`config.mk`:
```
export PLATFORM = sky130hd
export DESIGN_NAME = instr_aligner
export DESIGN_NICKNAME = d
export VERILOG_FILES = /design/src/hw/fetch_pkg.sv /design/src/hw/instr_aligner.sv
export VERILOG_INCLUDE_DIRS = /design/src /design/src/include
export SDC_FILE = /design/constraint.sdc
export NUM_CORES = 1
export LEC_CHECK = 0
export ABC_AREA = 1
export BUFFER_PORTS_ARGS = -buffer_cell sky130_fd_sc_hd__buf_2
export CAP_MARGIN = 20
export CORE_MARGIN = 10
export CORE_UTILIZATION = 56
export CTS_CLUSTER_SIZE = 10
export DETAILED_ROUTE_END_ITERATION = 7
export PLACE_DENSITY = 0.82
export SLEW_MARGIN = 20
export SYNTH_ARGS = -nofsm -noshare
export SYNTH_HDL_FRONTEND = slang
export SYNTH_SLANG_ARGS = --single-unit
```
`constraint.sdc`:
```
create_clock -name clk -period 3.05 [get_ports clk]
set_clock_uncertainty 0.05 [all_clocks]
set_input_delay 0.61 -clock clk [delete_from_list [all_inputs] [get_ports clk]]
set_output_delay 0.61 -clock clk [all_outputs]
set_load 0.01 [all_outputs]
```
`src/include/fetch_consts.svh`:
```
/*
  sizing constants for the fetch front end
  memory depth must be a power of two, prefetch depth 2 or 4
  boot address is assumed word aligned
*/
`ifndef FETCH_CONSTS_SVH
`define FETCH_CONSTS_SVH

// 32-bit words in the instruction memory
`define FETCH_MEM_WORDS 256
// word address width, derived from the depth
`define FETCH_MEM_AW ($clog2(`FETCH_MEM_WORDS))
// pc after reset and first fetch address
`define FETCH_BOOT_ADDR 32'h0000_0000
// prefetch FIFO entries
`define FETCH_PF_DEPTH 2

`endif

```
`src/hw/fetch_pkg.sv`:
```
/*
  shared types of the fetch front end
  memory requests carry word addresses, never byte addresses
*/
`default_nettype none

`include "fetch_consts.svh"

package fetch_pkg;

  // one request to the single-port memory
  typedef struct packed {
    logic                       valid;
    logic                       we;
    logic [`FETCH_MEM_AW-1:0]   addr;
    logic [31:0]                wdata;
  } mem_req_t;

  // read data, valid one cycle after a granted read
  typedef struct packed {
    logic        valid;
    logic [31:0] data;
  } mem_rsp_t;

  // aligned instruction towards decode
  // compressed ones are zero-extended, not expanded
  typedef struct packed {
    logic [31:0] instr;
    logic [31:0] pc;
    logic        compressed;
  } instr_pkt_t;

  typedef enum logic [1:0] {ALIGNED, RESIDUE16, RESIDUE32, BRANCH_HALF} align_state_e;

  typedef enum logic [1:0] {OWNER_NONE, OWNER_HOST, OWNER_FETCH} arb_owner_e;

  typedef enum logic [1:0] {AX_IDLE, AX_READ, AX_RESP_R, AX_RESP_B} axil_state_e;

endpackage

`default_nettype wire

```
`src/hw/instr_aligner.sv`:
```
/*
  splits fetched words into 16- and 32-bit instructions with their pc
  a compressed instruction is zero-extended, not expanded
  output is combinational from the FIFO head and the residue
  no packet is offered in a branch cycle
*/
`timescale 1ns/1ps
`default_nettype none

`include "fetch_consts.svh"

module instr_aligner import fetch_pkg::*; (
  input  logic        clk,
  input  logic        rst_n,
  input  logic        word_valid_i,
  input  logic [31:0] word_data_i,
  output logic        word_pop_o,
  input  logic        branch_i,
  input  logic [31:0] branch_addr_i,
  output instr_pkt_t  instr_o,
  output logic        instr_valid_o,
  input  logic        id_ready_i
);

  align_state_e state_q, state_d;
  logic [31:0]  pc_q, pc_d;
  // saved upper half of an already popped word
  logic [15:0]  res_q, res_d;
  logic         lo_is32;
  logic         hi_is32;
  logic         take;

  // low two bits both set means a 32-bit instruction
  assign lo_is32 = (word_data_i[1:0] == 2'b11);
  assign hi_is32 = (word_data_i[17:16] == 2'b11);
  assign take    = word_valid_i && id_ready_i;

  ////////////////////////////////////////////////////////////////////////////
  // next state and output
  ////////////////////////////////////////////////////////////////////////////

  always_comb begin
    state_d            = state_q;
    pc_d               = pc_q;
    res_d              = res_q;
    instr_o.instr      = word_data_i;
    instr_o.pc         = pc_q;
    instr_o.compressed = 1'b0;
    instr_valid_o      = 1'b0;
    word_pop_o         = 1'b0;

    case (state_q)
      ALIGNED: begin
        instr_valid_o = word_valid_i;
        if (lo_is32) begin
          // whole word is one instruction
          if (take) begin
            pc_d       = pc_q + 32'd4;
            word_pop_o = 1'b1;
          end
        end else begin
          instr_o.instr      = {16'h0000, word_data_i[15:0]};
          instr_o.compressed = 1'b1;
          // keep the upper half, the word itself goes
          if (take) begin
            pc_d       = pc_q + 32'd2;
            word_pop_o = 1'b1;
            res_d      = word_data_i[31:16];
            state_d    = hi_is32 ? RESIDUE32 : RESIDUE16;
          end
        end
      end

      RESIDUE16: begin
        // needs no word, the residue is complete
        instr_valid_o      = 1'b1;
        instr_o.instr      = {16'h0000, res_q};
        instr_o.compressed = 1'b1;
        if (id_ready_i) begin
          pc_d    = pc_q + 32'd2;
          state_d = ALIGNED;
        end
      end

      RESIDUE32: begin
        // crosses a word: residue low, next word's low half high
        instr_valid_o = word_valid_i;
        instr_o.instr = {word_data_i[15:0], res_q};
        if (take) begin
          pc_d       = pc_q + 32'd4;
          word_pop_o = 1'b1;
          res_d      = word_data_i[31:16];
          state_d    = hi_is32 ? RESIDUE32 : RESIDUE16;
        end
      end

      BRANCH_HALF: begin
        if (hi_is32) begin
          // first half of a crossing instruction, nothing to show yet
          if (word_valid_i) begin
            word_pop_o = 1'b1;
            res_d      = word_data_i[31:16];
            state_d    = RESIDUE32;
          end
        end else begin
          instr_valid_o      = word_valid_i;
          instr_o.instr      = {16'h0000, word_data_i[31:16]};
          instr_o.compressed = 1'b1;
          if (take) begin
            pc_d       = pc_q + 32'd2;
            word_pop_o = 1'b1;
            state_d    = ALIGNED;
          end
        end
      end

      default: state_d = ALIGNED;
    endcase

    // redirect overrides everything, bit 1 says which half to start in
    if (branch_i) begin
      instr_valid_o = 1'b0;
      word_pop_o    = 1'b0;
      pc_d          = branch_addr_i;
      state_d       = branch_addr_i[1] ? BRANCH_HALF : ALIGNED;
    end
  end

  ////////////////////////////////////////////////////////////////////////////
  // registers
  ////////////////////////////////////////////////////////////////////////////

  always_ff @(posedge clk or negedge rst_n) begin
    if (!rst_n) begin
      state_q <= ALIGNED;
      pc_q    <= `FETCH_BOOT_ADDR;
    end else begin
      state_q <= state_d;
      pc_q    <= pc_d;
    end
  end

  always_ff @(posedge clk) begin
    res_q <= res_d;
  end

endmodule

`default_nettype wire

```
# --- After elaboration in Yosys (flattened, before gate mapping) ---
# Index checks and enable logic that the tools add are counted.
# W data, S select, Z words.
totals:
  reg_bits: 50
  inputBits: 69
  out_inout_bits: 67
  elab_cells: 61
classes:
  addsub: 2
  n_eq_ne: 13
  n_mux: 36
  n_reduce_logical: 7
op_table:
  columns: ["cell", "count"]
  rows:
  - ["$mux W32", 8]
  - ["$pmux W32 S4", 2]
  - ["$mux W16", 4]
  - ["$pmux W16 S3", 1]
  - ["$add A32 B2 Y32 const B", 1]
  - ["$add A32 B3 Y32 const B", 1]
  - ["$mux W2", 9]
  - ["$ne A3 B3 Y1 const B", 3]
  - ["$eq A2 B2 Y1 const B", 4]
  - ["$mux W1", 8]
  - ["$ne A4 B4 Y1 const B", 2]
  - ["$pmux W2 S4", 1]
  - ["$reduce_and A4 Y1", 2]
  - ["$ne A2 B2 Y1 const B", 3]
  - ["$pmux W1 S3", 2]
  - ["$reduce_bool A3 Y1", 1]
  - ["$eq A2 B1 Y1 const B", 1]
  - ["$logic_not A2 Y1", 1]
  - ["$pmux W1 S2", 1]
  - ["$reduce_and A2 Y1", 1]
  - ["$reduce_or A2 Y1", 1]
  - ["$logic_and A1 B1 Y1", 1]

# --- Depth between registers and ports, before layout ---
logic_depth:
  ltp_word: 6
  ltp_mapped: 14
  mapped_depth_nobuf: 14

# --- Worst setup path after synthesis ---
# OpenSTA, ideal clock, no wires.
synth_timing:
  kind: "flip-flop to flip-flop"
  startpoint: "register state_q[0]"
  endpoint: "register res_q[0] (enable)"
  arrival_ps: 1929
  t_required_ps: 2612
  path_slack_ps: 682
  stages_incl_launch_ff: 8
  n_path_buf: 2
  period_less_slack_ps: 2368
  cell_sequence: "dfrtp_1 > buf_4 > nand2_1 > inv_2 > nand2_1 > clkbuf_1 > nand2_1 > nor2_1"
synth_between:
  elab_chain_cells: 3
  word_cells_on_any_way: 8
  cone_classes: "eq/ne (5); reduce/logical (3)"
synth_lines:
  columns: ["element", "line_no", "text"]
  rows:
  - ["from (decl)", "instr_aligner.sv:25", "align_state_e state_q, state_d;"]
  - ["from (signal assigned)", "instr_aligner.sv:138", "state_q <= state_d;"]
  - ["$eq A2 B2 Y1 / $logic_not A2 Y1 (equally long branches)", "instr_aligner.sv:52", "case (state_q)"]
  - ["$ne A2 B2 Y1 (no line) / $reduce_bool A3 Y1 (equally long branches)", null, null]
  - ["$reduce_and A4 Y1 (no line) *", null, null]
  - ["to (signal assigned)", "instr_aligner.sv:144", "res_q <= res_d;"]
  - ["to (decl)", "instr_aligner.sv:28", "logic [15:0] res_q, res_d;"]
# Every way passes the cells marked *; elsewhere a longest branch is shown, timed or not.
# A chain may end at the register's enable or synchronous reset.

==> impl_metrics.tcl <==
set metrics [dict create \
    synth_top_area_share_pct 25.42 \
    cts_setup_buffers 0 \
    finalSetupViolCount 0 \
    die-height_um 120.5 \
    syn-num-nets 1099 \
    htreeDepth 2 \
    grt.total_usage_pct 26.13 \
    yosys_warnings 0 \
    port_buffers 135 \
    clkTransAtPathRegs_ns 0.10 \
    finalNetCount 1216 \
    start_kind "register" \
    insertion_delay_ns 0.32 \
    antenna_found_initial 0 \
    cts_buffers 5 \
    yosysUniqueCellTypes 36 \
    worst_slew_pin_slew_ns 0.8330 \
    ant_nets 0 \
    final_util_pct 66.86 \
    syn_area_mm2 0.005655 \
    r2r_slack_ns 0.65 \
    seq_area_frac_synth_pct 23.54 \
    path_cells "nor2_4 > inv_1 > o21ai_0 > a21oi_1 > a21oi_1 > inv_1 > buf_2" \
    min_path_type "in -> async" \
    wl_per_cell_um 14.99 \
    drt_pass1_iterations 6 \
    final-max-slew-violation-count 0 \
    fmax_mhz 357.8 \
    core_area_mm2 0.009819 \
    clockBufferDepth 2 \
    crit_type "reg -> out" \
    n_antenna_cell 0 \
    yosys_register_bits 50 \
    min_period_over_period_pct 91.64 \
    viasPerCell 5.634 \
    post-route-drc-count 0 \
    pwr_density_cell_mw_per_mm2 898.5 \
    relSlewSlack_pct 44.46 \
    setup_tns_ns 0 \
    die_x_um 120.5 \
    hpwlAfterDp_um 14130 \
    cts_tree "yes" \
    cpMaxStageDelayCell "dfrtp_1" \
    synth.largest_area_cell "nand2_1" \
    finalCriticalPeriod_ns 2.795 \
    first_iter_violations 838 \
    synth.avg_cell_area_um2 5.501 \
    ys_async_sr_fraction_pct 68.00 \
    wirelength_um 19180 \
    crit_path_max_fanout 19 \
    ctsHoldBuffers 0 \
    placement.cell_area_mm2 0.006449 \
    power.leakage_nw 3.349 \
    areaGrowthSynthToFinish_pct 16.08 \
    worst_ep_arrival_time_ns 2.14 \
    initial_core_util_pct 57.59 \
    outcome "finished clean" \
    required_ns 2.39 \
    end_kind "output pin" \
    irDropWorstVdd_v 0.0005539 \
    ctsRootBufferMaster "clkbuf_8" \
    syn_inst 1028 \
    dieArea_mm2 0.01452 \
    vias 7206 \
    synth-edff-count 16 \
    grt_pass1_wl_um 32300 \
    overflow 0 \
    rsz0062_at_grt "false" \
    ys.flop_type "dfrtp_1" \
    synth_area_leaders "nand2_1, dfrtp_1, nand3_1" \
    yosysMostFrequentCell "nand2_1" \
    hold_violations 0 \
    gp_congestion 0.9646 \
    clock-sinks 50 \
    drive_gt1_share_pct 15.88 \
    ios 136 \
    critPathMaxStageDelay_ns 0.49 \
    grt_max_degree 35 \
    grt_pass1_vias 6794 \
    ys_top_cells_by_count "nand2_1, nand3_1, nor2_1, inv_1, o21ai_0" \
    cts-resized-gates 0 \
    postLayoutCellArea_mm2 0.006565 \
    num_rows 36 \
    max_cap_violations 0 \
]
## power by group
group          switching (mW)  internal (mW)
logic                    2.53           1.36
clock network           0.241          0.268
registers               0.529          0.976
total                    3.30           2.60
## layout by cell type (no fill, tap or decap), types with 2 or more instances in the layout
cell and n:
ha_1 2, nand3_1 138, xor2_1 13, nor2_2 8, a21oi_1 40, o21ai_0 77, inv_1 81, xnor2_1 2
buf_2 135, nor2_4 3, nor2_1 125, o21ai_1 12, nand4_1 8, o22ai_1 2, nor3_1 3, buf_4 20
dfrtp_1 34, clkbuf_8 6, nand2_1 383, nand2_2 6, a22oi_1 18, edfxtp_1 16, a211oi_1 2
## final timing paths
check	from	to	cells after the start
worst max register to register	pc_q[2]$_DFFE_PN0P_	pc_q[27]$_DFFE_PN0P_	12
worst min register to register	pc_q[0]$_DFFE_PN0P_	pc_q[0]$_DFFE_PN0P_	2
worst min-delay path	rst_n	pc_q[12]$_DFFE_PN0P_	1
min in group clk	branch_addr_i[0]	pc_q[0]$_DFFE_PN0P_	3
max in group asynchronous	rst_n	pc_q[5]$_DFFE_PN0P_	1
worst max-delay path	state_q[0]$_DFFE_PN0P_	instr_o[33]	7
## cell type report
type | count | area, um^2
repair buffers | 155 | 825.8
well taps | 133 | 166.4
clock inverters | 1 | 30.03
flip-flops and latches | 50 | 1331
inverters | 83 | 311.5
multi-input cells | 850 | 3814
fillers | 1001 | 3254
clock buffers | 7 | 86.33
## flip-flops by register name, summed over array words and instances, names as in the netlist
name and cells:
pc_q 32, res_q 16, state_q 2
## kinds of logic after synthesis
kind of cell | share of synthesized area (%)
simple gates | 49.47
compound gates | 15.16
buf+inv | 9.070
flops | 23.54
xor+xnor | 2.323
fa+ha+maj | 0.4424
## through the flow
stage	hold slack, ns	cells	power, mW	worst slack, ns
after CTS	0.3573	1279	5.871	0.2846
after detailed placement	0.4273	1271	5.336	0.5784
after global routing	0.4005	1279	6.490	0.1071
after floorplan	0.2644	1028	4.037	0.6822
final	0.3299	1279	5.899	0.2550
after global placement	0.4046	1271	5.282	0.6033
## routing by layer
metal,global-route usage (%),up-vias,part of all wire (%)
li1,-,3571,-
met1,33.25,3177,41
met2,42.82,415,46
met3,5.724,43,11
met4,8.899,0,2.2
met5,0,-,0
## worst max-delay path, delay by kind of cell (launching register included)
family	cells	cell delay (ns)
buffers and inverters	3	0.55
flip-flops	1	0.49
AND/OR/NAND/NOR	1	0.39
AO/OA/AOI/OAI	3	0.37
Note: power is estimated with default switching activity, not from simulation.
