### src/include/fetch_consts.svh
/*
  sizing constants for the fetch front end
  memory depth must be a power of two, prefetch depth 2 or 4
  boot address is assumed word aligned
*/
`ifndef FETCH_CONSTS_SVH
`define FETCH_CONSTS_SVH

// 32-bit words in the instruction memory
`define FETCH_MEM_WORDS 256
// word address width, derived from the depth
`define FETCH_MEM_AW ($clog2(`FETCH_MEM_WORDS))
// pc after reset and first fetch address
`define FETCH_BOOT_ADDR 32'h0000_0000
// prefetch FIFO entries
`define FETCH_PF_DEPTH 2

`endif

### src/hw/fetch_pkg.sv
/*
  shared types of the fetch front end
  memory requests carry word addresses, never byte addresses
*/
`default_nettype none

`include "fetch_consts.svh"

package fetch_pkg;

  // one request to the single-port memory
  typedef struct packed {
    logic                       valid;
    logic                       we;
    logic [`FETCH_MEM_AW-1:0]   addr;
    logic [31:0]                wdata;
  } mem_req_t;

  // read data, valid one cycle after a granted read
  typedef struct packed {
    logic        valid;
    logic [31:0] data;
  } mem_rsp_t;

  // aligned instruction towards decode
  // compressed ones are zero-extended, not expanded
  typedef struct packed {
    logic [31:0] instr;
    logic [31:0] pc;
    logic        compressed;
  } instr_pkt_t;

  typedef enum logic [1:0] {ALIGNED, RESIDUE16, RESIDUE32, BRANCH_HALF} align_state_e;

  typedef enum logic [1:0] {OWNER_NONE, OWNER_HOST, OWNER_FETCH} arb_owner_e;

  typedef enum logic [1:0] {AX_IDLE, AX_READ, AX_RESP_R, AX_RESP_B} axil_state_e;

endpackage

`default_nettype wire

### src/hw/mem_arbiter.sv
/*
  fixed-priority arbiter for the single memory port
  host always wins, fetch side waits with its request held
  read data is steered by the owner registered at grant time
*/
`timescale 1ns/1ps
`default_nettype none

module mem_arbiter import fetch_pkg::*; (
  input  logic     clk,
  input  logic     rst_n,
  input  mem_req_t host_req_i,
  input  mem_req_t fetch_req_i,
  output logic     host_gnt_o,
  output logic     fetch_gnt_o,
  output mem_rsp_t host_rsp_o,
  output mem_rsp_t fetch_rsp_o,
  output mem_req_t mem_req_o,
  input  mem_rsp_t mem_rsp_i
);

  arb_owner_e owner_q, owner_d;

  always_comb begin
    host_gnt_o  = 1'b0;
    fetch_gnt_o = 1'b0;
    mem_req_o   = '0;
    owner_d     = OWNER_NONE;
    if (host_req_i.valid) begin
      host_gnt_o = 1'b1;
      mem_req_o  = host_req_i;
      // writes return nothing, so no owner to remember
      if (!host_req_i.we) owner_d = OWNER_HOST;
    end else if (fetch_req_i.valid) begin
      fetch_gnt_o = 1'b1;
      mem_req_o   = fetch_req_i;
      if (!fetch_req_i.we) owner_d = OWNER_FETCH;
    end
  end

  always_ff @(posedge clk or negedge rst_n) begin
    if (!rst_n) begin
      owner_q <= OWNER_NONE;
    end else begin
      owner_q <= owner_d;
    end
  end

  // data goes to both, valid only to the owner
  assign host_rsp_o.valid  = mem_rsp_i.valid && (owner_q == OWNER_HOST);
  assign host_rsp_o.data   = mem_rsp_i.data;
  assign fetch_rsp_o.valid = mem_rsp_i.valid && (owner_q == OWNER_FETCH);
  assign fetch_rsp_o.data  = mem_rsp_i.data;

endmodule

`default_nettype wire

### config.mk
export PLATFORM = sky130hd
export DESIGN_NAME = mem_arbiter
export DESIGN_NICKNAME = d
export VERILOG_FILES = /design/src/hw/fetch_pkg.sv /design/src/hw/mem_arbiter.sv
export VERILOG_INCLUDE_DIRS = /design/src /design/src/include
export SDC_FILE = /design/constraint.sdc
export NUM_CORES = 1
export LEC_CHECK = 0
export BUFFER_PORTS_ARGS = -buffer_cell sky130_fd_sc_hd__clkbuf_2
export CORE_AREA = 5 5 85 87
export CTS_BUF_LIST = sky130_fd_sc_hd__clkbuf_16
export DETAILED_ROUTE_END_ITERATION = 16
export DIE_AREA = 0 0 90 92
export PLACE_DENSITY = 0.62
export SETUP_SLACK_MARGIN = 0.15
export SLEW_MARGIN = 20
export SYNTH_ARGS = -nofsm -noshare
export SYNTH_HDL_FRONTEND = slang
export SYNTH_SLANG_ARGS = --single-unit
### constraint.sdc
create_clock -name clk -period 0.85 [get_ports clk]
set_input_delay 0.085 -clock clk [delete_from_list [all_inputs] [get_ports clk]]
set_output_delay 0.085 -clock clk [all_outputs]
set_load 0.02 [all_outputs]
# Yosys cells after proc, flatten, opt, wreduce, memory -nomap -nowiden
# Cells that the tools add are included.
# op_classes
n_eq_ne	2
muxes	9
reduce_logical	2
# ops
op	n
2-to-1 mux 42 bit	2
2-to-1 mux 2 bit	3
2-to-1 mux 1 bit	4
equality test 2 x 1 -> 1 bit (second input constant)	1
equality test 2 bit (second input constant)	1
logical AND 1 bit	2
# totals
register_bits	2
in_bits	119
out_inout_bits	110
elab_cells	14

# Logic depth before layout (Yosys ltp)
# Gate-level depths: netlist of run 1.
# logic_depth
ltp_word	3
mapped_depth	5
depth_no_buf	2

# Worst setup path before layout of run 1
# Ideal clock, no wire load.
# synth_path
path_type	input -> output
startpoint	in host_req_i[41] (netlist name)
endpoint	out mem_req_o[28] (netlist name)
arrival_ns	0.794
t_required_ns	0.765
setup_slack_ns	-0.029
stages	5
path_buffers	3
cell_sequence	buf_6 nor2b_4 buf_6 buf_6 a22o_1
# synth_rtl
item	line	text
start, declared	mem_arbiter.sv:12	input mem_req_t host_req_i,
end, declared	mem_arbiter.sv:18	output mem_req_t mem_req_o,

==> impl_metrics.toml, run 1 <==
[timing]
max_freq_mhz = 988
fin_crit_ns = 1.01
setup_tns_ns = -4.51
finalSetupViolations = 44
slew_violations = 0
period_share = 1.19
setup_ws_ns = -0.162
hold_viol_final = 0
fin_hold_ws_ns = 0.0473
worst_pin_slew_ns = 0.279
slew_headroom = 0.814
grt_setup_unrepaired = "true"

[die]
ios = 229
die_x_um = 90
dieArea_um2 = 8280
core-area_um2 = 6280
rows = 29
initial_utilization = 0.165
die_h_um = 92

[synthesis]
synthArstFlopShare = 1.00
synth_edf_count = 0
syn_area_um2 = 1040
synth_top_area_cell = "buf_4"
synth_seq_cells = 2
synth_nets = 246
synthTopCellsByCount = "buf_4 (65), a22o_1 (40), buf_6 (6), buf_2 (4), nand2_1 (3)"
seq_area_frac_synth = 0.0482
ys_top_cells_by_area = "buf_4 (47%), a22o_1 (34%), buf_6 (6.5%)"
synth_top_area_frac = 0.470
syn_area_per_cell_um2 = 8.18
synth_flop_cell = "dfrtp_1"
yosysWarnings = 0
yosysMostFrequentCell = "buf_4"
ys_types = 13
syn_inst = 127

[route]
drc = 0
wire_per_inst_um = 17.8
routed_wl_um = 4920
num_vias = 1202
antenna_left = 0
via_per_inst = 4.34
firstDrtPassIters = 2
drtIter0Drc = 14

[layout]
syn_to_final_growth_pct = 123
largestRegisters = "owner_q x2"
fin_nets = 321
largest-register = "owner_q"
final_layout_size_suffix_gt1_frac = 0.955
utilization = 0.369
largest_register_ffs = 2
final_cells = 277
n_antenna_cell = 0
num-fill-cells = 605

[clock_tree]
cts_buffer_depth = 2
cts_made_buffers = 3
clockRootBuffer = "clkbuf_16"
clock_sinks = 2
cts.clk_slew.worst_paths_ns = 0.03
cts-htree-levels = 1
cts_tree = "built"

[critical_path]
path_class = "reg -> out"
cp.arrival_ns = 0.93
crit_fanout = 2
cp-start-kind = "flop"
crit_path_end_kind = "output pin"
required_ns = 0.76

[grt]
track_usage = 0.104
grt_pass1_vias = 1382
overflow = 0
grt_pass1_wl_um = 7200
antenna_found_initial = 0
grt_max_degree = 29

[place]
place_inst = 265
gp_congestion = 0.690
dp_hpwl_um = 3710
io_buffers = 132

[status]
violations = "setup timing"
outcome = "finished with violations"

[hold_path]
hold_class = "in -> reg"

[flow_run]
cap_violations = 0

[power]
vdd_drop_max_uv = 885
power_leakage_nw = 1.21
p_per_area_nw_per_um2 = 978
## per-layer routing
| metal | vias up | part of all wire | track usage |
|---|---|---|---|
| li1 | 538 | - | - |
| met1 | 535 | 0.29 | 0.0991 |
| met2 | 108 | 0.57 | 0.196 |
| met3 | 21 | 0.12 | 0.0450 |
| met4 | 0 | 0.022 | 0.0422 |
| met5 | - | 0 | 0 |
## worst max-delay path, stage by stage, from the launching register on
cell	delay, ns
dfrtp_1	0.36
and3b_2	0.24
buf_8	0.11
## power by group
group,internal [mW],switching (mW)
clock,0.598,0.0985
sequential,0.100,0.00198
combinational,0.875,0.591
## cell type report
| cell class | instances | area [um2] | area share |
|---|---|---|---|
| Clock buffer | 3 | 75.1 | 0.0324 |
| Multi-Input combinational cell | 50 | 771 | 0.333 |
| Sequential cell | 2 | 50.0 | 0.0216 |
| Tap cell | 77 | 96.3 | 0.0416 |
| Timing Repair Buffer | 145 | 1320 | 0.572 |
## cell families after synthesis
logic type / Yosys count / share of synthesized area
buf+inv: 75 / 0.554
flops: 2 / 0.0482
compound gates: 41 / 0.342
simple gates: 9 / 0.0554
## what timing repair did
item	CTS	global route
buffers inserted	2	2
hold buffers	1	0
endpoints found under the setup margin	46	46
hold endpoints to repair	2	0
resized for setup	81	71
pin swaps	3	2
gates cloned	3	1
## cell usage in the layout (no fill, tap or decap)
master | netlist | final
clkbuf_2 | 0 | 85
a22o_4 | 0 | 38
buf_8 | 0 | 31
buf_6 | 6 | 15
clkbuf_16 | 0 | 5
clkbuf_8 | 0 | 3
buf_12 | 0 | 3
nand2_1 | 3 | 2
a22o_1 | 40 | 2
buf_16 | 0 | 2
buf_4 | 65 | 2
dfrtp_1 | 2 | 2
nand2_4 | 0 | 1
o21ai_4 | 0 | 1
nor2b_4 | 1 | 1
nor2b_1 | 1 | 1
nor2_2 | 0 | 1
and2b_1 | 1 | 1
or2_4 | 0 | 1
and3b_2 | 0 | 1
bufbuf_16 | 0 | 1
dlygate4sd3_1 | 0 | 1
## path summary, 6_finish.rpt
check	start	endpoint	slack [ns]	cells after the start
setup / recovery	owner_q[1]	host_rsp_o[32]	-0.16	2
hold / removal	host_req_i[40]	owner_q[0]	0.05	2
max in group asynchronous	rst_n	owner_q[0]	0.57	2
min in group asynchronous	rst_n	owner_q[1]	0.19	2
## through the flow
| step | total power [mW] | worst slack [ns] | area [um2] |
|---|---|---|---|
| 6_report | 2.26 | -0.162 | 2320 |
| 3_3_place_gp | 1.12 | -0.203 | 1610 |
| 5_1_grt | 2.38 | -0.213 | 2320 |
| 2_1_floorplan | 1.18 | 0.0407 | 1400 |
| 4_1_cts | 2.12 | -0.187 | 2150 |
| 3_5_place_dp | 1.13 | -0.213 | 1610 |
Note: power is estimated with default switching activity, not from simulation.
==> inputs of run 2 (changes only) <==
--- a/config.mk
+++ b/config.mk
@@ -12,6 +12,7 @@
 export DETAILED_ROUTE_END_ITERATION = 16
 export DIE_AREA = 0 0 90 92
 export PLACE_DENSITY = 0.62
+export RECOVER_POWER = 100
 export SETUP_SLACK_MARGIN = 0.15
 export SLEW_MARGIN = 20
 export SYNTH_ARGS = -nofsm -noshare
==> constraint.sdc (replaced) <==
create_clock -name clk -period 0.85 [get_ports clk]
set_input_delay 0.17 -clock clk [delete_from_list [all_inputs] [get_ports clk]]
set_output_delay 0.17 -clock clk [all_outputs]
set_load 0.02 [all_outputs]
==> impl_metrics.toml, run 2 (synthesis results as in run 1) <==
[die]
ios = 229
rows = 29
initial_utilization = 0.165
die_h_um = 92
die_x_um = 90
dieArea_um2 = 8280
core-area_um2 = 6280

[layout]
seqCellArea_um2 = 50.0
final_cell_mix = "clkbuf_2 (83), buf_8 (43), a22o_4 (38)"
final_layout_size_suffix_gt1_frac = 0.956
num-fill-cells = 594
final_common_cell = "clkbuf_2"
largest_register_ffs = 2
largest-register = "owner_q"
utilization = 0.381
multi_input_area_um2 = 778
fin_nets = 325
n_antenna_cell = 0
largestRegisters = "owner_q x2"
syn_to_final_growth_pct = 130

[timing]
setup_ws_ns = -0.360
max_freq_mhz = 826
fin_crit_ns = 1.21
fin_hold_ws_ns = 0.117
grt_setup_unrepaired = "true"
worst_pin_slew_ns = 0.222
hold_viol_final = 0
period_share = 1.42
setup_tns_ns = -14.21
slew_headroom = 0.852
slew_violations = 0
finalSetupViolations = 46

[place]
dp_hpwl_um = 3640
io_buffers = 132
gp_congestion = 0.751

[route]
num_vias = 1205
routed_wl_um = 4830
via_per_inst = 4.29
firstDrtPassIters = 4
antenna_left = 0
drtIter0Drc = 23
wire_per_inst_um = 17.2
drc = 0

[critical_path]
crit_path_start = "host_req_i[41]"
path_class = "in -> out"
slowest_stage = "buf_12"
cp.arrival_ns = 1.04
worstPathCellList = "clkbuf_16 -> nor2b_4 -> buf_6 -> buf_12 -> a22o_1 -> clkbuf_8"
crit_path_end_kind = "output pin"
crit_fanout = 17
cp_slowest_stage_delay_ns = 0.16
path_buf_inv = 4
required_ns = 0.68
cp-start-kind = "input pin"
crit_family = "buffers and inverters"

[power]
p_seq_frac = 0.044
clkPwrFrac = 0.304
p_int_mw = 1.61
power_leakage_nw = 1.23
p_per_area_nw_per_um2 = 968
switchingPower_uw = 708
vdd_drop_max_uv = 993
pwr-share-comb = 0.651
p_sw_frac = 0.306

[clock_tree]
cts.clk_slew.worst_paths_ns = 0.03
cts-htree-levels = 1
cts_buffer_depth = 2
cts_tree = "built"
clockRootBuffer = "clkbuf_16"
cts_made_buffers = 3
clock_sinks = 2

[hold_path]
min_from = "host_req_i[40]"
hold_path_depth = 2
hold_end = "owner_q[0]"
hold_class = "in -> reg"

[grt]
overflow = 0
antenna_found_initial = 0
grt_max_degree = 35
grt_pass1_vias = 1354
track_usage = 0.102
grt_pass1_wl_um = 7050

[status]
violations = "setup timing"
outcome = "finished with violations"

[flow_run]
cap_violations = 0
[run 2: changes by cell type in the layout (fill, tap and decap cells not counted), sizes merged]
cell and delta:
buf +7, bufbuf -1, clkbuf -2
[run 2: power groups by stage]
stage | sequential, mW | clock [mW] | combinational [mW]
after floorplan | 0.104 | 0 | 1.09
after global placement | 0.103 | 0 | 1.03
after detailed placement | 0.103 | 0 | 1.05
after CTS | 0.103 | 0.719 | 1.35
after global routing | 0.104 | 0.730 | 1.59
final | 0.103 | 0.705 | 1.51
[run 2: final cells by class]
cell class	count	share of cell area
Clock buffer	3	0.0314
Multi-Input combinational cell	50	0.325
Sequential cell	2	0.0209
Tap cell	77	0.0403
Timing Repair Buffer	149	0.582
[run 2: worst max path at each step]
stage                         end  slack [ns]  cells after the start
finish              mem_req_o[37]       -0.36                      6
global route        mem_req_o[37]       -0.40                      6
detailed placement  mem_req_o[19]       -0.38                      5
global placement    mem_req_o[19]       -0.35                      5
floorplan           mem_req_o[28]       -0.13                      5
CTS                 mem_req_o[37]       -0.35                      5
[run 2: metrics by stage]
step                      cell area (um2)  total power [mW]  setup WS (ns)  cells
after floorplan                      1420              1.20         -0.129    127
final                                2390              2.32         -0.360    281
after CTS                            2210              2.17         -0.352    275
after global placement               1650              1.14         -0.350    267
after detailed placement             1650              1.15         -0.378    267
after global routing                 2390              2.42         -0.401    281
[run 2: layer usage]
layer | wire length, um | vias to the layer above | global-route usage
met4 | 60 | 0 | 0.0261
met5 | 0 | - | 0
met3 | 682 | 11 | 0.0540
met1 | 1500 | 518 | 0.0972
li1 | - | 544 | -
met2 | 2580 | 132 | 0.192
[run 2: timing repair]
action / 4_1_cts / 5_1_grt
pin swaps: 1 / 3
buffers inserted: 3 / 3
hold endpoints to repair: 2 / 0
gates resized for setup: 99 / 59
hold buffers: 1 / 0
gates cloned: 1 / 3
setup endpoints to repair: 46 / 47
==> inputs of run 3 (changes only) <==
==> constraint.sdc (replaced) <==
create_clock -name clk -period 0.85 [get_ports clk]
set_input_delay 0.255 -clock clk [delete_from_list [all_inputs] [get_ports clk]]
set_output_delay 0.255 -clock clk [all_outputs]
set_load 0.02 [all_outputs]
==> impl_metrics.toml, run 3 (synthesis results as in run 1) <==
[status]
outcome = "finished with violations"
violations = "setup timing"

[layout]
final_common_cell = "clkbuf_2"
largest_register_ffs = 2
final_cells = 281
largest-register = "owner_q"
largestRegisters = "owner_q x2"
fin_nets = 325
n_antenna_cell = 0
utilization = 0.377
final_cell_mix = "clkbuf_2 (84), buf_8 (41), a22o_4 (38)"
syn_to_final_growth_pct = 128
final_layout_size_suffix_gt1_frac = 0.956

[grt]
antenna_found_initial = 0
grt_max_degree = 35
overflow = 0
track_usage = 0.100
grt_pass1_wl_um = 6960
grt_pass1_vias = 1364

[die]
core-area_um2 = 6280
die_h_um = 92
dieArea_um2 = 8280
rows = 29
die_x_um = 90
initial_utilization = 0.165
ios = 229

[critical_path]
cp.arrival_ns = 1.12
path_buf_inv = 3
crit_path_end_kind = "output pin"
path_class = "in -> out"
required_ns = 0.59
crit_family = "buffers and inverters"
cp-start-kind = "input pin"
worstPathCellList = "clkbuf_16 -> nor2b_4 -> buf_12 -> a22o_1 -> clkbuf_8"
cp_slowest_stage_delay_ns = 0.20
slowest_stage = "buf_12"
crit_fanout = 17

[power]
vdd_drop_max_uv = 1050
p_per_area_nw_per_um2 = 978
power_leakage_nw = 1.22

[timing]
hold_viol_final = 0
period_share = 1.61
finalSetupViolations = 46
setup_ws_ns = -0.522
slew_violations = 0
setup_tns_ns = -21.34
grt_setup_unrepaired = "true"
max_freq_mhz = 729
fin_crit_ns = 1.37
fin_hold_ws_ns = 0.285
worst_pin_slew_ns = 0.223
slew_headroom = 0.851

[route]
routed_wl_um = 4800
drtIter0Drc = 15
via_per_inst = 4.26
wire_per_inst_um = 17.1
antenna_left = 0
drc = 0
firstDrtPassIters = 4
num_vias = 1196

[flow_run]
cap_violations = 0

[clock_tree]
clockRootBuffer = "clkbuf_16"
cts-htree-levels = 1
clock_sinks = 2
cts_buffer_depth = 2
cts.clk_slew.worst_paths_ns = 0.03
cts_made_buffers = 3
cts_tree = "built"

[place]
place_inst = 268
dp_hpwl_um = 3640
io_buffers = 132
gp_congestion = 0.712

[hold_path]
hold_class = "in -> reg"
[run 3: final cells by class]
cell class	count	area [um2]
clock buffer	3	75.1
fill	598	3910
tap	77	96.3
multi-input combinational	50	778
timing repair buffer	149	1370
sequential	2	50.0
[run 3: worst paths after layout]
path | from | end | slack, ns | cells past startpoint
max | host_req_i[41] | mem_req_o[37] | -0.52 | 5
min | host_req_i[40] | owner_q[0] | 0.28 | 3
max in group asynchronous | rst_n | owner_q[1] | 0.36 | 2
min in group asynchronous | rst_n | owner_q[0] | 0.36 | 2
[run 3: per-layer routing]
metal  track usage  share of wire  vias up
met5             0              0        -
met4        0.0298          0.012        0
met3        0.0516           0.14        9
met2         0.188           0.54      131
met1        0.0957           0.32      511
li1              -              -      545
[run 3: tightest hold or removal path, delay by kind of cell]
family | cells | cell delay, ns
buffers and inverters | 2 | 0.18
and+or+nand+nor | 1 | 0.03
[run 3: what timing repair did]
action | in CTS | in global routing
gates resized for setup | 91 | 63
endpoints found under the setup margin | 47 | 47
hold buffers | 1 | 0
hold endpoints to repair | 2 | 0
gates cloned | 0 | 4
buffers inserted | 1 | 4
pin swaps | 2 | 2
[run 3: stage by stage]
| stage | instance area, um2 | power (mW) | setup slack [ns] |
|---|---|---|---|
| 2_1_floorplan | 1420 | 1.20 | -0.299 |
| 3_3_place_gp | 1660 | 1.14 | -0.523 |
| 3_5_place_dp | 1660 | 1.15 | -0.540 |
| 4_1_cts | 2150 | 2.15 | -0.502 |
| 5_1_grt | 2370 | 2.42 | -0.561 |
| 6_report | 2370 | 2.32 | -0.522 |
[run 3: power by group]
part           total (mW)  switching (mW)  internal, mW
sequential          0.103         0.00251         0.100
clock               0.722           0.122         0.600
combinational        1.49           0.595         0.895
