==> src/include/fetch_consts.svh <==
/*
  sizing constants for the fetch front end
  memory depth must be a power of two, prefetch depth 2 or 4
  boot address is assumed word aligned
*/
`ifndef FETCH_CONSTS_SVH
`define FETCH_CONSTS_SVH

// 32-bit words in the instruction memory
`define FETCH_MEM_WORDS 256
// word address width, derived from the depth
`define FETCH_MEM_AW ($clog2(`FETCH_MEM_WORDS))
// pc after reset and first fetch address
`define FETCH_BOOT_ADDR 32'h0000_0000
// prefetch FIFO entries
`define FETCH_PF_DEPTH 2

`endif

==> src/hw/fetch_pkg.sv <==
/*
  shared types of the fetch front end
  memory requests carry word addresses, never byte addresses
*/
`default_nettype none

`include "fetch_consts.svh"

package fetch_pkg;

  // one request to the single-port memory
  typedef struct packed {
    logic                       valid;
    logic                       we;
    logic [`FETCH_MEM_AW-1:0]   addr;
    logic [31:0]                wdata;
  } mem_req_t;

  // read data, valid one cycle after a granted read
  typedef struct packed {
    logic        valid;
    logic [31:0] data;
  } mem_rsp_t;

  // aligned instruction towards decode
  // compressed ones are zero-extended, not expanded
  typedef struct packed {
    logic [31:0] instr;
    logic [31:0] pc;
    logic        compressed;
  } instr_pkt_t;

  typedef enum logic [1:0] {ALIGNED, RESIDUE16, RESIDUE32, BRANCH_HALF} align_state_e;

  typedef enum logic [1:0] {OWNER_NONE, OWNER_HOST, OWNER_FETCH} arb_owner_e;

  typedef enum logic [1:0] {AX_IDLE, AX_READ, AX_RESP_R, AX_RESP_B} axil_state_e;

endpackage

`default_nettype wire

==> src/hw/prefetch_buffer.sv <==
/*
  sequential word fetcher with a small FIFO of words and their addresses
  at most one read in flight, FIFO depth must be a power of two
  a branch clears the FIFO at once, a read granted in that cycle is dropped
*/
`timescale 1ns/1ps
`default_nettype none

`include "fetch_consts.svh"

module prefetch_buffer import fetch_pkg::*; (
  input  logic        clk,
  input  logic        rst_n,
  input  logic        fetch_enable_i,
  input  logic        branch_i,
  input  logic [31:0] branch_addr_i,
  output mem_req_t    req_o,
  input  logic        gnt_i,
  input  mem_rsp_t    rsp_i,
  output logic        word_valid_o,
  output logic [31:0] word_data_o,
  output logic [31:0] word_addr_o,
  input  logic        word_pop_i
);

  localparam int unsigned DEPTH = `FETCH_PF_DEPTH;
  localparam int unsigned PW    = (DEPTH > 1) ? $clog2(DEPTH) : 1;
  localparam int unsigned CW    = $clog2(DEPTH + 1);

  logic [31:0]   fifo_data_q [DEPTH];
  logic [31:0]   fifo_addr_q [DEPTH];
  logic [PW-1:0] rd_ptr_q, wr_ptr_q;
  logic [CW-1:0] count_q;
  logic [CW:0]   occupied;
  // byte address of the next word to fetch
  logic [31:0]   fetch_addr_q;
  // address of the read in flight
  logic [31:0]   rsp_addr_q;
  logic          inflight_q;
  logic          drop_q;
  logic          issue;
  logic          push;
  logic          pop;

  ////////////////////////////////////////////////////////////////////////////
  // request side
  ////////////////////////////////////////////////////////////////////////////

  // an in-flight read already owns a FIFO slot
  assign occupied = count_q + inflight_q;
  assign issue    = fetch_enable_i && (occupied < DEPTH);

  assign req_o.valid = issue;
  assign req_o.we    = 1'b0;
  assign req_o.addr  = fetch_addr_q[2 +: `FETCH_MEM_AW];
  assign req_o.wdata = '0;

  // stale data from before the branch never lands
  assign push = rsp_i.valid && !drop_q && !branch_i;
  assign pop  = word_pop_i && word_valid_o && !branch_i;

  ////////////////////////////////////////////////////////////////////////////
  // FIFO control
  ////////////////////////////////////////////////////////////////////////////

  always_ff @(posedge clk or negedge rst_n) begin
    if (!rst_n) begin
      fetch_addr_q <= `FETCH_BOOT_ADDR & 32'hffff_fffc;
      rd_ptr_q     <= '0;
      wr_ptr_q     <= '0;
      count_q      <= '0;
      inflight_q   <= 1'b0;
      drop_q       <= 1'b0;
    end else begin
      // memory answers exactly one cycle after the grant
      inflight_q <= issue && gnt_i;
      drop_q     <= branch_i && issue && gnt_i;
      if (branch_i) begin
        // restart at the word holding the target
        fetch_addr_q <= {branch_addr_i[31:2], 2'b00};
        rd_ptr_q     <= '0;
        wr_ptr_q     <= '0;
        count_q      <= '0;
      end else begin
        if (issue && gnt_i) fetch_addr_q <= fetch_addr_q + 32'd4;
        if (push) wr_ptr_q <= wr_ptr_q + 1'b1;
        if (pop) rd_ptr_q <= rd_ptr_q + 1'b1;
        case ({push, pop})
          2'b10:   count_q <= count_q + 1'b1;
          2'b01:   count_q <= count_q - 1'b1;
          default: count_q <= count_q;
        endcase
      end
    end
  end

  // word storage
  always_ff @(posedge clk) begin
    if (issue && gnt_i) rsp_addr_q <= fetch_addr_q;
    if (push) begin
      fifo_data_q[wr_ptr_q] <= rsp_i.data;
      fifo_addr_q[wr_ptr_q] <= rsp_addr_q;
    end
  end

  // head of the FIFO towards the aligner
  assign word_valid_o = (count_q != '0);
  assign word_data_o  = fifo_data_q[rd_ptr_q];
  assign word_addr_o  = fifo_addr_q[rd_ptr_q];

endmodule

`default_nettype wire

==> config.mk <==
export PLATFORM = sky130hd
export DESIGN_NAME = prefetch_buffer
export DESIGN_NICKNAME = d
export VERILOG_FILES = /design/src/hw/fetch_pkg.sv /design/src/hw/prefetch_buffer.sv
export VERILOG_INCLUDE_DIRS = /design/src /design/src/include
export SDC_FILE = /design/constraint.sdc
export NUM_CORES = 1
export LEC_CHECK = 0
export ABC_AREA = 1
export BUFFER_PORTS_ARGS = -buffer_cell sky130_fd_sc_hd__buf_2
export CAP_MARGIN = 10
export CORE_ASPECT_RATIO = 0.75
export CORE_MARGIN = 1.5
export CORE_UTILIZATION = 43
export CTS_BUF_LIST = sky130_fd_sc_hd__clkbuf_16
export DETAILED_ROUTE_END_ITERATION = 6
export PLACE_DENSITY = 0.65
export SETUP_SLACK_MARGIN = 0.4
export SKIP_LAST_GASP = 1
export SLEW_MARGIN = 40
export SYNTH_ARGS = -nofsm -noshare
export SYNTH_HDL_FRONTEND = slang
export SYNTH_SLANG_ARGS = --single-unit
==> constraint.sdc <==
create_clock -name clk -period 5.2 [get_ports clk]
set_input_delay 1.04 -clock clk [delete_from_list [all_inputs] [get_ports clk]]
set_output_delay 1.04 -clock clk [all_outputs]
set_load 0.1 [all_outputs]
**Word-level counts from Yosys, hierarchy flattened**

Memories as Yosys holds them, arrays and structs flattened.
Cells that the tools add are included.
Widths: inputs -> output; s select.

- Register bits: 70
- Memory bits (writable): 128
- Output and inout port bits: 107
- Memories: 2
- Memory bits (read-only): 0
- Word-level logic and storage cells: 43
- Input bits: 71
- Latch bits: 0

Memories:

| memory | depth | bits a word | rd ports | clocked after Yosys merged registers in | write ports | RTL line | text |
|---|---|---|---|---|---|---|---|
| fifo_addr_q | 2 | 32 | 1 | 0 | 1 | prefetch_buffer.sv:31 | `logic [31:0] fifo_addr_q [DEPTH];` |
| fifo_data_q | 2 | 32 | 1 | 0 | 1 | prefetch_buffer.sv:30 | `logic [31:0] fifo_data_q [DEPTH];` |

- $mul: 0
- Divide/modulo/power cells: 0
- $add $sub $neg: 6
- Mux-type cells: 10
- Magnitude comparators: 1
- Bitwise logic cells: 0
- Shifts and indexed selects: 0
- Eq/ne operators: 2
- Reduce and logical (&&, ||, !) cells: 15

Operator list:

| cell | count |
|---|---|
| $mux 32 | 2 |
| $add 32x3->32 const B | 1 |
| $logic_and 1x1->1 | 8 |
| $reduce_bool 2->1 | 4 |
| $mux 1 | 6 |
| $pmux 2 s2 | 1 |
| $add 2x1->3 | 1 |
| $lt 3x2->1 const B | 1 |
| $reduce_bool 3->1 | 1 |
| $add 1x1->1 const B | 2 |
| $add 2x1->2 const B | 1 |
| $eq 2x1->1 const B | 1 |
| $eq 2x2->1 const B | 1 |
| $logic_not 1->1 | 2 |
| $mux 2 | 1 |
| $sub 2x1->2 const B | 1 |

**Depth between registers and ports, before layout**

Gate-level depths: netlist (run 1).

- Depth after elaboration: 6
- Depth in mapped cells: 9
- Mapped depth without buffers: 9

**Worst setup path before layout (run 1)**

No wires, ideal clock.

- Kind: in2reg
- Start point: in branch_i
- End point: mem fifo_addr_q[1][10], enable pin
- Buffers on the path: 1
- Library setup time: 0.482 ns
- Arrival: 4.031 ns
- Path slack: 0.687 ns
- Cell stages on the path: 4
- Data required time: 4.718 ns
- Cell sequence: buf_2 -> inv_2 -> nand2_1 -> nor2_1

- Longest elaborated chain between the ends: 4

Ends and longest elaborated chain:

| what | RTL line | text |
|---|---|---|
| start, declared | prefetch_buffer.sv:15 | `input logic branch_i,` |
| $logic_not 1->1 | prefetch_buffer.sv:59 | `assign push = rsp_i.valid && !drop_q && !branch_i;` |
| $logic_and 1x1->1 | prefetch_buffer.sv:59 |  |
| $mux 1 | prefetch_buffer.sv:100 | `if (push) begin` |
| $mux 1 (not written as such) | prefetch_buffer.sv:102 | `fifo_addr_q[wr_ptr_q] <= rsp_addr_q;` |
| end, declared | prefetch_buffer.sv:31 |  |

No other way between the ends.

**Final worst setup path (run 1)**

- Start point: reg rd_ptr_q
- End point: out word_addr_o[12]

- Longest elaborated chain between the ends: 1

Ends and longest elaborated chain:

| what | RTL line | text |
|---|---|---|
| start, declared | prefetch_buffer.sv:32 | `logic [PW-1:0] rd_ptr_q, wr_ptr_q;` |
| start signal, assigned | prefetch_buffer.sv:87 | `if (pop) rd_ptr_q <= rd_ptr_q + 1'b1;` |
| $mem_v2 2x32 | - |  |
| end, declared | prefetch_buffer.sv:22 | `output logic [31:0] word_addr_o,` |

No other way between the ends.

==> results of run 1 <==
[final timing paths]
kind,end,start,slack [ns]
setup / recovery,word_addr_o[12],rd_ptr_q,1.69
hold / removal,fifo_addr_q[1][18],rsp_addr_q[18],0.44
setup reg to reg,fifo_data_q[0][11],drop_q,2.99
hold reg to reg,fifo_addr_q[1][18],rsp_addr_q[18],0.44
max in group asynchronous,rd_ptr_q,rst_n,4.25
min in group asynchronous,fetch_addr_q[29],rst_n,0.57
[cells in the mapped netlist (all sizes together)]
cell,instances,area share [%]
a21oi,2,0.12
a31oi,1,0.076
and2,1,0.076
buf,51,4.7
clkbuf,14,0.64
conb,1,0.045
dfrtp,36,11
edfxtp,154,56
ha,1,0.15
inv,45,2.0
nand2,341,16
nand3,49,3.0
nor2,47,3.2
o211ai,2,0.18
o21ai,18,1.1
o21bai,8,0.73
o22ai,1,0.076
xnor2,5,0.53
xor2,3,0.32
[report_power, final]
| group | total, mW | switching (mW) | internal, mW |
|---|---|---|---|
| clock network | 1.27 | 0.589 | 0.677 |
| registers | 1.89 | 0.0969 | 1.80 |
| logic | 1.56 | 1.34 | 0.214 |
[state kept, by name, indices dropped and copies added (netlist names)]
| signal | flops |
|---|---|
| fifo_data_q | 64 |
| fifo_addr_q | 60 |
| fetch_addr_q | 30 |
| rsp_addr_q | 30 |
| count_q | 2 |
| drop_q | 1 |
| inflight_q | 1 |
| rd_ptr_q | 1 |
| wr_ptr_q | 1 |
[layer usage]
layer / vias to the layer above / track usage, %
met5: - / 0
met4: 0 / 4.64
met3: 8 / 4.50
met2: 154 / 26.1
met1: 2444 / 24.4
li1: 2743 / -
[cell families (layout without fill, tap and decap cells)]
kind of cell / after synthesis / count (layout) / share of synthesized area (%)
other: 1 / 35 / 0.0454
DFF: 190 / 190 / 66.9
and+or+nand+nor: 438 / 438 / 22.4
buffers and inverters: 110 / 224 / 7.39
AOI/OAI and AO/OA: 32 / 32 / 2.27
xor gates and xnor gates: 8 / 8 / 0.848
adders and majority gates: 1 / 1 / 0.151
[final cells by class]
| cell class | count | area [um2] | area share, % |
|---|---|---|---|
| Inverter | 45 | 169 | 1.76 |
| Clock inverter | 15 | 156 | 1.63 |
| Tap cell | 247 | 309 | 3.22 |
| Timing Repair Buffer | 147 | 756 | 7.86 |
| Sequential cell | 190 | 5530 | 57.5 |
| Clock buffer | 17 | 425 | 4.43 |
| Multi-Input combinational cell | 514 | 2270 | 23.6 |
[worst max-delay path: stages (launching register included)]
cell	delay, ns
dfrtp_2	0.41
inv_2	0.55
buf_4	0.43
nand2_1	0.10
nand2_1	0.10
buf_2	0.43
==> metrics, run 1 <==
Die X between 150 and 200 um; DRT iter0 DRCs 441; number of port buffers 140; P per Cell Area 491 mW/mm2; DRC 0; Setup Skew between 0.01 and 0.015 ns; Worst Max-Slew Pin Slew slightly above 0.8 ns; die area 0.0201 mm2; clock sink total 190; highest-count cells in the layout ignoring fill and taps nand2_1 (330), edfxtp_1 (154), buf_2 (139); reg2reg path depth 4; count of cell types in the netlist 29; Sum Neg Setup Slack 0 ns; #FFs+latches synth 190; DR top layer met4; dpl hpwl about 11000 um; Max Cap Viol 0; FMAX 285 MHz; layout cell share with drive strength beyond 1 22.6%; LEAKAGE ~4.2 nW; Post-Layout Cell Count about 1200; clk root buf clkbuf_16; Tcrit/Tclk final 67.5%; CTS Buffer Depth 2; Mean Syn Cell Area 10.6 um2; Net count, final between 900 and 1000; post-CTS setup buffer count 0; GRT Util Overall roughly 17%; critical path capture point type primary output; DR WL met2 between 7000 and 8000 um; drt wl/cell around 14 um; IO Count roughly 180; shortest period the worst path allows ~3.5 ns; initial antenna violation count 0; vias per cell ~4.6; Cell Area, Synth roughly 0.0083 mm2; cts hold-fix bufs 0; Diodes inserted 0; Routed WL 16500 um; Post-CTS Resized 0; Fillers 1675; die height between 100 and 150 um; H-tree depth 4; worst skew pair latency about 0.43 ns; antenna viol nets, final 0; Hold WC Path Type flip-flop to flip-flop; met3 wire length slightly above 1000 um; CP max FO 38; critical path data arrival time approximately 2.5 ns; largest net degree at the start of global routing between 60 and 70; Final Setup Violations 0; Critical Path Source Type flip-flop; total power 4.72 mW; setup ws final ~1.7 ns; status complete, no violations; Cells after Synth 780; crit path kind flip-flop to primary output; Synth Warn # 0; commonest non-fill, non-tap cell in the layout nand2_1; placed insts about 1100; routability cong. between 0.8 and 0.9; M1 WL roughly 8100 um; cell area after layout 0.00961 mm2; first-pass GRT wire length 25300 um; WHS Path Cells 0; sequential share of the synthesized area 66.9%; WP data required 4.16 ns; VDD IR max around 0.32 mV; post-layout util between 50% and 60%; clk slew on worst S/H paths ~0.07 ns; Rows between 40 and 50; Rel. slew slack between 40% and 50%; unrepaired setup endpoints after global routing false; Inserted Clock Buffers 17; Cell Area, Placed 0.00903 mm2; Detailed Routing Iterations Pass 1 5; vias in the first global route approximately 4800; Fin. Hold Viols 0; Hold WS approximately 0.44 ns; total gr overflow 0; Post-Place Worst Slack 1.95 ns; Area growth syn-to-layout 16.3%; via count around 5300; Placeable Area 0.0187 mm2; Initial Utilization ~44%; max-slew violation count 0; TritonCTS clock tree built
(Power assumes the default switching activity.)
==> inputs of run 2 (changes only) <==
PLACE_DENSITY = 0.68   (was 0.65)
clock period = 2.9 ns   (was 5.2 ns; I/O delays follow)
==> metrics, run 2 (synthesis results as in run 1) <==
Max Cap Viol 0 (unchanged); vias per cell 4.70 (+3.1%); shortest period the worst path allows roughly 2.4 ns; Cell Area, Placed 0.00966 mm2 (+7.0%); Worst Max-Slew Pin Slew 0.510 ns (-0.299 ns); DRT iter0 DRCs 351 (-20%); setup ws final 0.501 ns (-1.19 ns); Placeable Area 0.0187 mm2 (unchanged); routability cong. 0.871 (+4.8%); max reg flops 64 (unchanged); clk slew on worst S/H paths 0.07 ns (about the same); total gr overflow 0 (unchanged); antenna viol nets, final 0 (unchanged); first-pass GRT wire length 26700 um (+5.4%); Tcrit/Tclk final between 80 and 90%; number of port buffers 140 (unchanged); Diodes inserted 0 (unchanged); Clk pwr share 25.3% (-1.6 points); Net count, final 991 (+0.41%); cell area after layout 0.0103 mm2 (+7.5%); CP max FO 62 (+63%); Reg2Reg Setup Slack 1.24 ns (-1.75 ns); clock sink total 190 (unchanged); Inserted Clock Buffers 17 (unchanged); die area 0.0201 mm2 (unchanged); max-slew violation count 0 (unchanged); switching part of the total 41.6% (-1.5 points); WP data required 2.32 ns (-1.84 ns); status complete, no violations; clk root buf clkbuf_16; Detailed Routing Iterations Pass 1 5 (unchanged); layout cell share with drive strength beyond 1 23.0% (+0.33 points); reg-to-reg endpoint fifo_data_q[0][17]; Post-Place Worst Slack 0.705 ns (-1.25 ns); reg2reg path depth 4 (unchanged); crit path kind flip-flop to primary output; commonest non-fill, non-tap cell in the layout nand2_1; CTS Buffer Depth 2 (unchanged); biggest regs fifo_data_q: 64 flops, fifo_addr_q: 60 flops; Final Setup Violations 0 (unchanged); TritonCTS clock tree built; FMAX 417 MHz; P_int 5.24 mW (+95%); critical path capture point type primary output; Sum Neg Setup Slack 0 ns (unchanged); Fin. Hold Viols 0 (unchanged); highest-count cells in the layout ignoring fill and taps nand2_1 (330), edfxtp_1 (154), buf_2 (81); worst skew pair latency 0.44 ns (about the same); worst reg2reg startpoint drop_q; P per Cell Area 868 mW/mm2 (+77%); unrepaired setup endpoints after global routing false; DRC 0 (unchanged); vias in the first global route 5155 (+6.8%); Routed WL 17300 um (+4.4%); drt wl/cell 14.6 um (+4.0%); GRT Util Overall 17.9% (+0.73 points); Switch Pwr 3.73 mW (+84%); initial antenna violation count 0 (unchanged); register share of total power 37.8% (-2.3 points); Setup Skew 0.0119 ns (+0.00131 ns); Rows 43 (unchanged); dpl hpwl 11300 um (+2.9%); Initial Utilization 44.2% (unchanged); post-CTS setup buffer count 0 (unchanged); critical path data arrival time 1.82 ns (-0.65 ns); cts hold-fix bufs 0 (unchanged); IO Count 178 (unchanged); Rel. slew slack 66.0% (+20 points); Comb pwr share 36.9% (+3.9 points); largest net degree at the start of global routing 63 (unchanged); Area growth syn-to-layout 25.1%; Die X 163 um (unchanged); die height 123 um (unchanged); via count 5536 (+3.5%); H-tree depth 4 (unchanged); Top reg by flops fifo_data_q; Critical Path Source Type flip-flop; Hold WC Path Type input port to asynchronous set/reset pin; LEAKAGE 4.41 nW (+6.1%); VDD IR max 0.523 mV (+63%)
-- run 2: area by class of cell --
cell class                      instances  area, um2
Fill cell                            1557       8340
Sequential cell                       190       5530
Multi-Input combinational cell        514       2270
Timing Repair Buffer                  151       1480
Clock buffer                           17        425
Tap cell                              247        309
Inverter                               45        171
Clock inverter                         15        156
-- run 2: worst max path at each step --
stage | startpoint | to | slack [ns] | cells past startpoint
CTS | rd_ptr_q | word_data_o[13] | 0.37 | 4
global placement | rd_ptr_q | word_data_o[10] | 0.73 | 4
detailed placement | rd_ptr_q | word_data_o[13] | 0.70 | 4
finish | rd_ptr_q | word_data_o[25] | 0.50 | 4
global route | rd_ptr_q | word_data_o[23] | 0.42 | 4
floorplan | branch_i | fifo_addr_q[1][10] | 0.55 | 4
-- run 2: what timing repair did --
action / 4_1_cts / 5_1_grt
resized for setup: 22 / 4
endpoints found under the setup margin: 32 / 9
cloned: 0 / 1
-- run 2: power by group through the flow --
stage	Combinational [mW]	Clock (mW)	Sequential (mW)
after floorplan	2.44	0	3.39
after global placement	3.23	0	3.43
after detailed placement	3.26	0	3.44
after CTS	3.30	2.32	3.39
after global routing	3.46	2.42	3.42
final	3.31	2.27	3.39
-- run 2: routing by layer --
layer | GRT usage (%) | share of wire [%] | vias to the layer above | wire [um]
met5 | 0 | 0 | - | 0
met4 | 6.31 | 1.1 | 0 | 195
met3 | 4.39 | 7.9 | 18 | 1370
met2 | 28.4 | 46 | 202 | 7900
met1 | 24.1 | 45 | 2563 | 7800
li1 | - | - | 2753 | -
-- run 2: critical path, cell delays in order (launching register included) --
cell and delay [ns]:
dfrtp_2 0.40, buf_8 0.36, nand2_1 0.10, nand2_1 0.09
buf_2 0.42
-- run 2: through the flow --
stage	utilization, %	hold slack, ns	cells	total power, mW
5_1_grt	55.3	0.153	1179	9.30
4_1_cts	55.1	0.124	1178	9.01
3_5_place_dp	51.7	0.429	1146	6.70
6_report	55.3	0.116	1179	8.97
2_1_floorplan	-	0.284	814	5.83
3_3_place_gp	51.7	0.422	1146	6.67
==> inputs of run 3 (changes only) <==
PLACE_DENSITY = 0.65   (was 0.68)
clock period = 2.25 ns   (was 2.9 ns; I/O delays follow)
==> metrics, run 3 (synthesis results as in run 1) <==
VDD IR max 0.708 mV (+36%); Die X 163 um (unchanged); initial antenna violation count 0 (unchanged); IO Count 178 (unchanged); clk root buf clkbuf_16; Hold WC Path Type input port to flip-flop; routability cong. 0.909 (+4.4%); H-tree depth 4 (unchanged); Detailed Routing Iterations Pass 1 5 (unchanged); drt wl/cell 16.1 um (+10%); met3 wire length 1330 um (-3.1%); critical path capture point type primary output; Placeable Area 0.0187 mm2 (unchanged); shortest period the worst path allows 2.01 ns; biggest regs fifo_data_q: 64 flops, fifo_addr_q: 60 flops; register share of total power 35.1% (-2.7 points); WHS Path Cells 1; die area 0.0201 mm2 (unchanged); layout cell share with drive strength beyond 1 31.6% (+8.6 points); worst reg2reg startpoint count_q[0]; GRT Util Overall 18.8% (+0.94 points); DR WL met2 8600 um (+8.9%); Clk pwr share 24.7% (-0.6 points); CP max FO 11 (-82%); TritonCTS clock tree built; CTS Buffer Depth 2 (unchanged); CP endpoint word_addr_o[13]; Switch Pwr 5.15 mW (+38%); Reg2Reg Setup Slack 0.55 ns (-0.69 ns); worst skew pair latency 0.45 ns (about the same); Comb pwr share 40.2% (+3.3 points); total power 12.5 mW (+39%); status complete, no violations; max reg flops 64 (unchanged); Worst Setup SP rd_ptr_q; unrepaired setup endpoints after global routing true; DRC 0 (unchanged); reg-to-reg endpoint rsp_addr_q[20]; Max Cap Viol 0 (unchanged); LEAKAGE 4.69 nW (+6.4%); Setup Skew 0.0156 ns (+0.00373 ns); FMAX around 500 MHz; Critical Path Source Type flip-flop; M1 WL 8940 um (+15%); vias per cell 4.78 (+1.8%); DR top layer met4; clock sink total 190 (unchanged); critical path data arrival time 1.56 ns (-0.26 ns); Net count, final 1005 (+1.4%); via count 5701 (+3.0%); Fin. Hold Viols 0 (unchanged); Area growth syn-to-layout 35.6%; crit path kind flip-flop to primary output; die height 123 um (unchanged); max-slew violation count 0 (unchanged); total gr overflow 0 (unchanged); clk slew on worst S/H paths 0.08 ns (about the same); Tcrit/Tclk final a little under 90%; P_int 7.31 mW (+39%); highest-count cells in the layout ignoring fill and taps nand2_1 (262), edfxtp_1 (154), nand2_2 (74); Top reg by flops fifo_data_q; commonest non-fill, non-tap cell in the layout nand2_1; WP data required 1.80 ns (-0.52 ns); P per Cell Area 1110 mW/mm2 (+28%); reg2reg path depth 6 (+2); Inserted Clock Buffers 17 (unchanged); switching part of the total 41.3% (-0.21 points); DRT iter0 DRCs 333 (-5.1%); first-pass GRT wire length 27800 um (+4.0%); Sum Neg Setup Slack 0 ns (unchanged); number of port buffers 140 (unchanged); Routed WL 19200 um (+11%); vias in the first global route 5271 (+2.3%); antenna viol nets, final 0 (unchanged); dpl hpwl 11700 um (+3.6%); Final Setup Violations 0 (unchanged); Rows 43 (unchanged); Diodes inserted 0 (unchanged); Initial Utilization 44.2% (unchanged); largest net degree at the start of global routing 51 (-19%)
## run 3: power groups by stage
stage                     Sequential [mW]  Combinational [mW]  Clock [mW]
final                                4.38                5.01        3.08
after global routing                 4.41                5.22        3.26
after CTS                            4.37                4.77        3.12
after detailed placement             4.45                4.65           0
after global placement               4.43                4.61           0
after floorplan                      4.37                3.26           0
## run 3: metal layers
metal | up-vias | GRT usage, %
met5 | - | 0
met4 | 0 | 5.39
met3 | 19 | 4.46
met2 | 184 | 29.2
met1 | 2714 | 26.5
li1 | 2784 | -
## run 3: worst min-delay path by stage
stage / startpoint / end / slack (ns)
6_report: rsp_i[22] / fifo_data_q[0][22] / 0.19
5_1_grt: rsp_i[21] / fifo_data_q[1][21] / 0.17
4_1_cts: rsp_i[21] / fifo_data_q[0][21] / 0.17
3_5_place_dp: rst_n / fetch_addr_q[16] / 0.42
3_3_place_gp: rst_n / fetch_addr_q[16] / 0.42
2_1_floorplan: rst_n / count_q[0] / 0.15
## run 3: cell type report
cell class	count	area, um2
multi-input cells	514	2450
clock buffers	17	425
fillers	1471	7470
repair buffers	165	2110
flip-flops and latches	190	5530
inverters	45	186
clock inverters	15	193
well taps	247	309
## run 3: worst max-delay path, stage by stage, from the launching register on
cell and delay (ns):
dfrtp_2 0.45, clkinv_4 0.12, clkbuf_16 0.19, nand2_1 0.07, nand2_2 0.10, buf_12 0.18
## run 3: metrics by stage
step	hold WS [ns]	util (%)	setup WS (ns)	std cells	area (um2)
after floorplan	0.154	-	0.206	814	8600
after global routing	0.170	60.0	0.187	1193	11200
final	0.190	60.0	0.242	1193	11200
after CTS	0.173	58.7	0.204	1183	11000
after detailed placement	0.420	54.8	0.508	1146	10200
after global placement	0.421	54.8	0.533	1146	10200
## run 3: what timing repair did
item                       CTS  global route
resized for setup           11            17
hold endpoints to repair    16             0
gates cloned                 2             8
setup endpoints to repair   70            64
hold buffers                 1             0
buffers inserted             2             2
pin swaps                    0             4
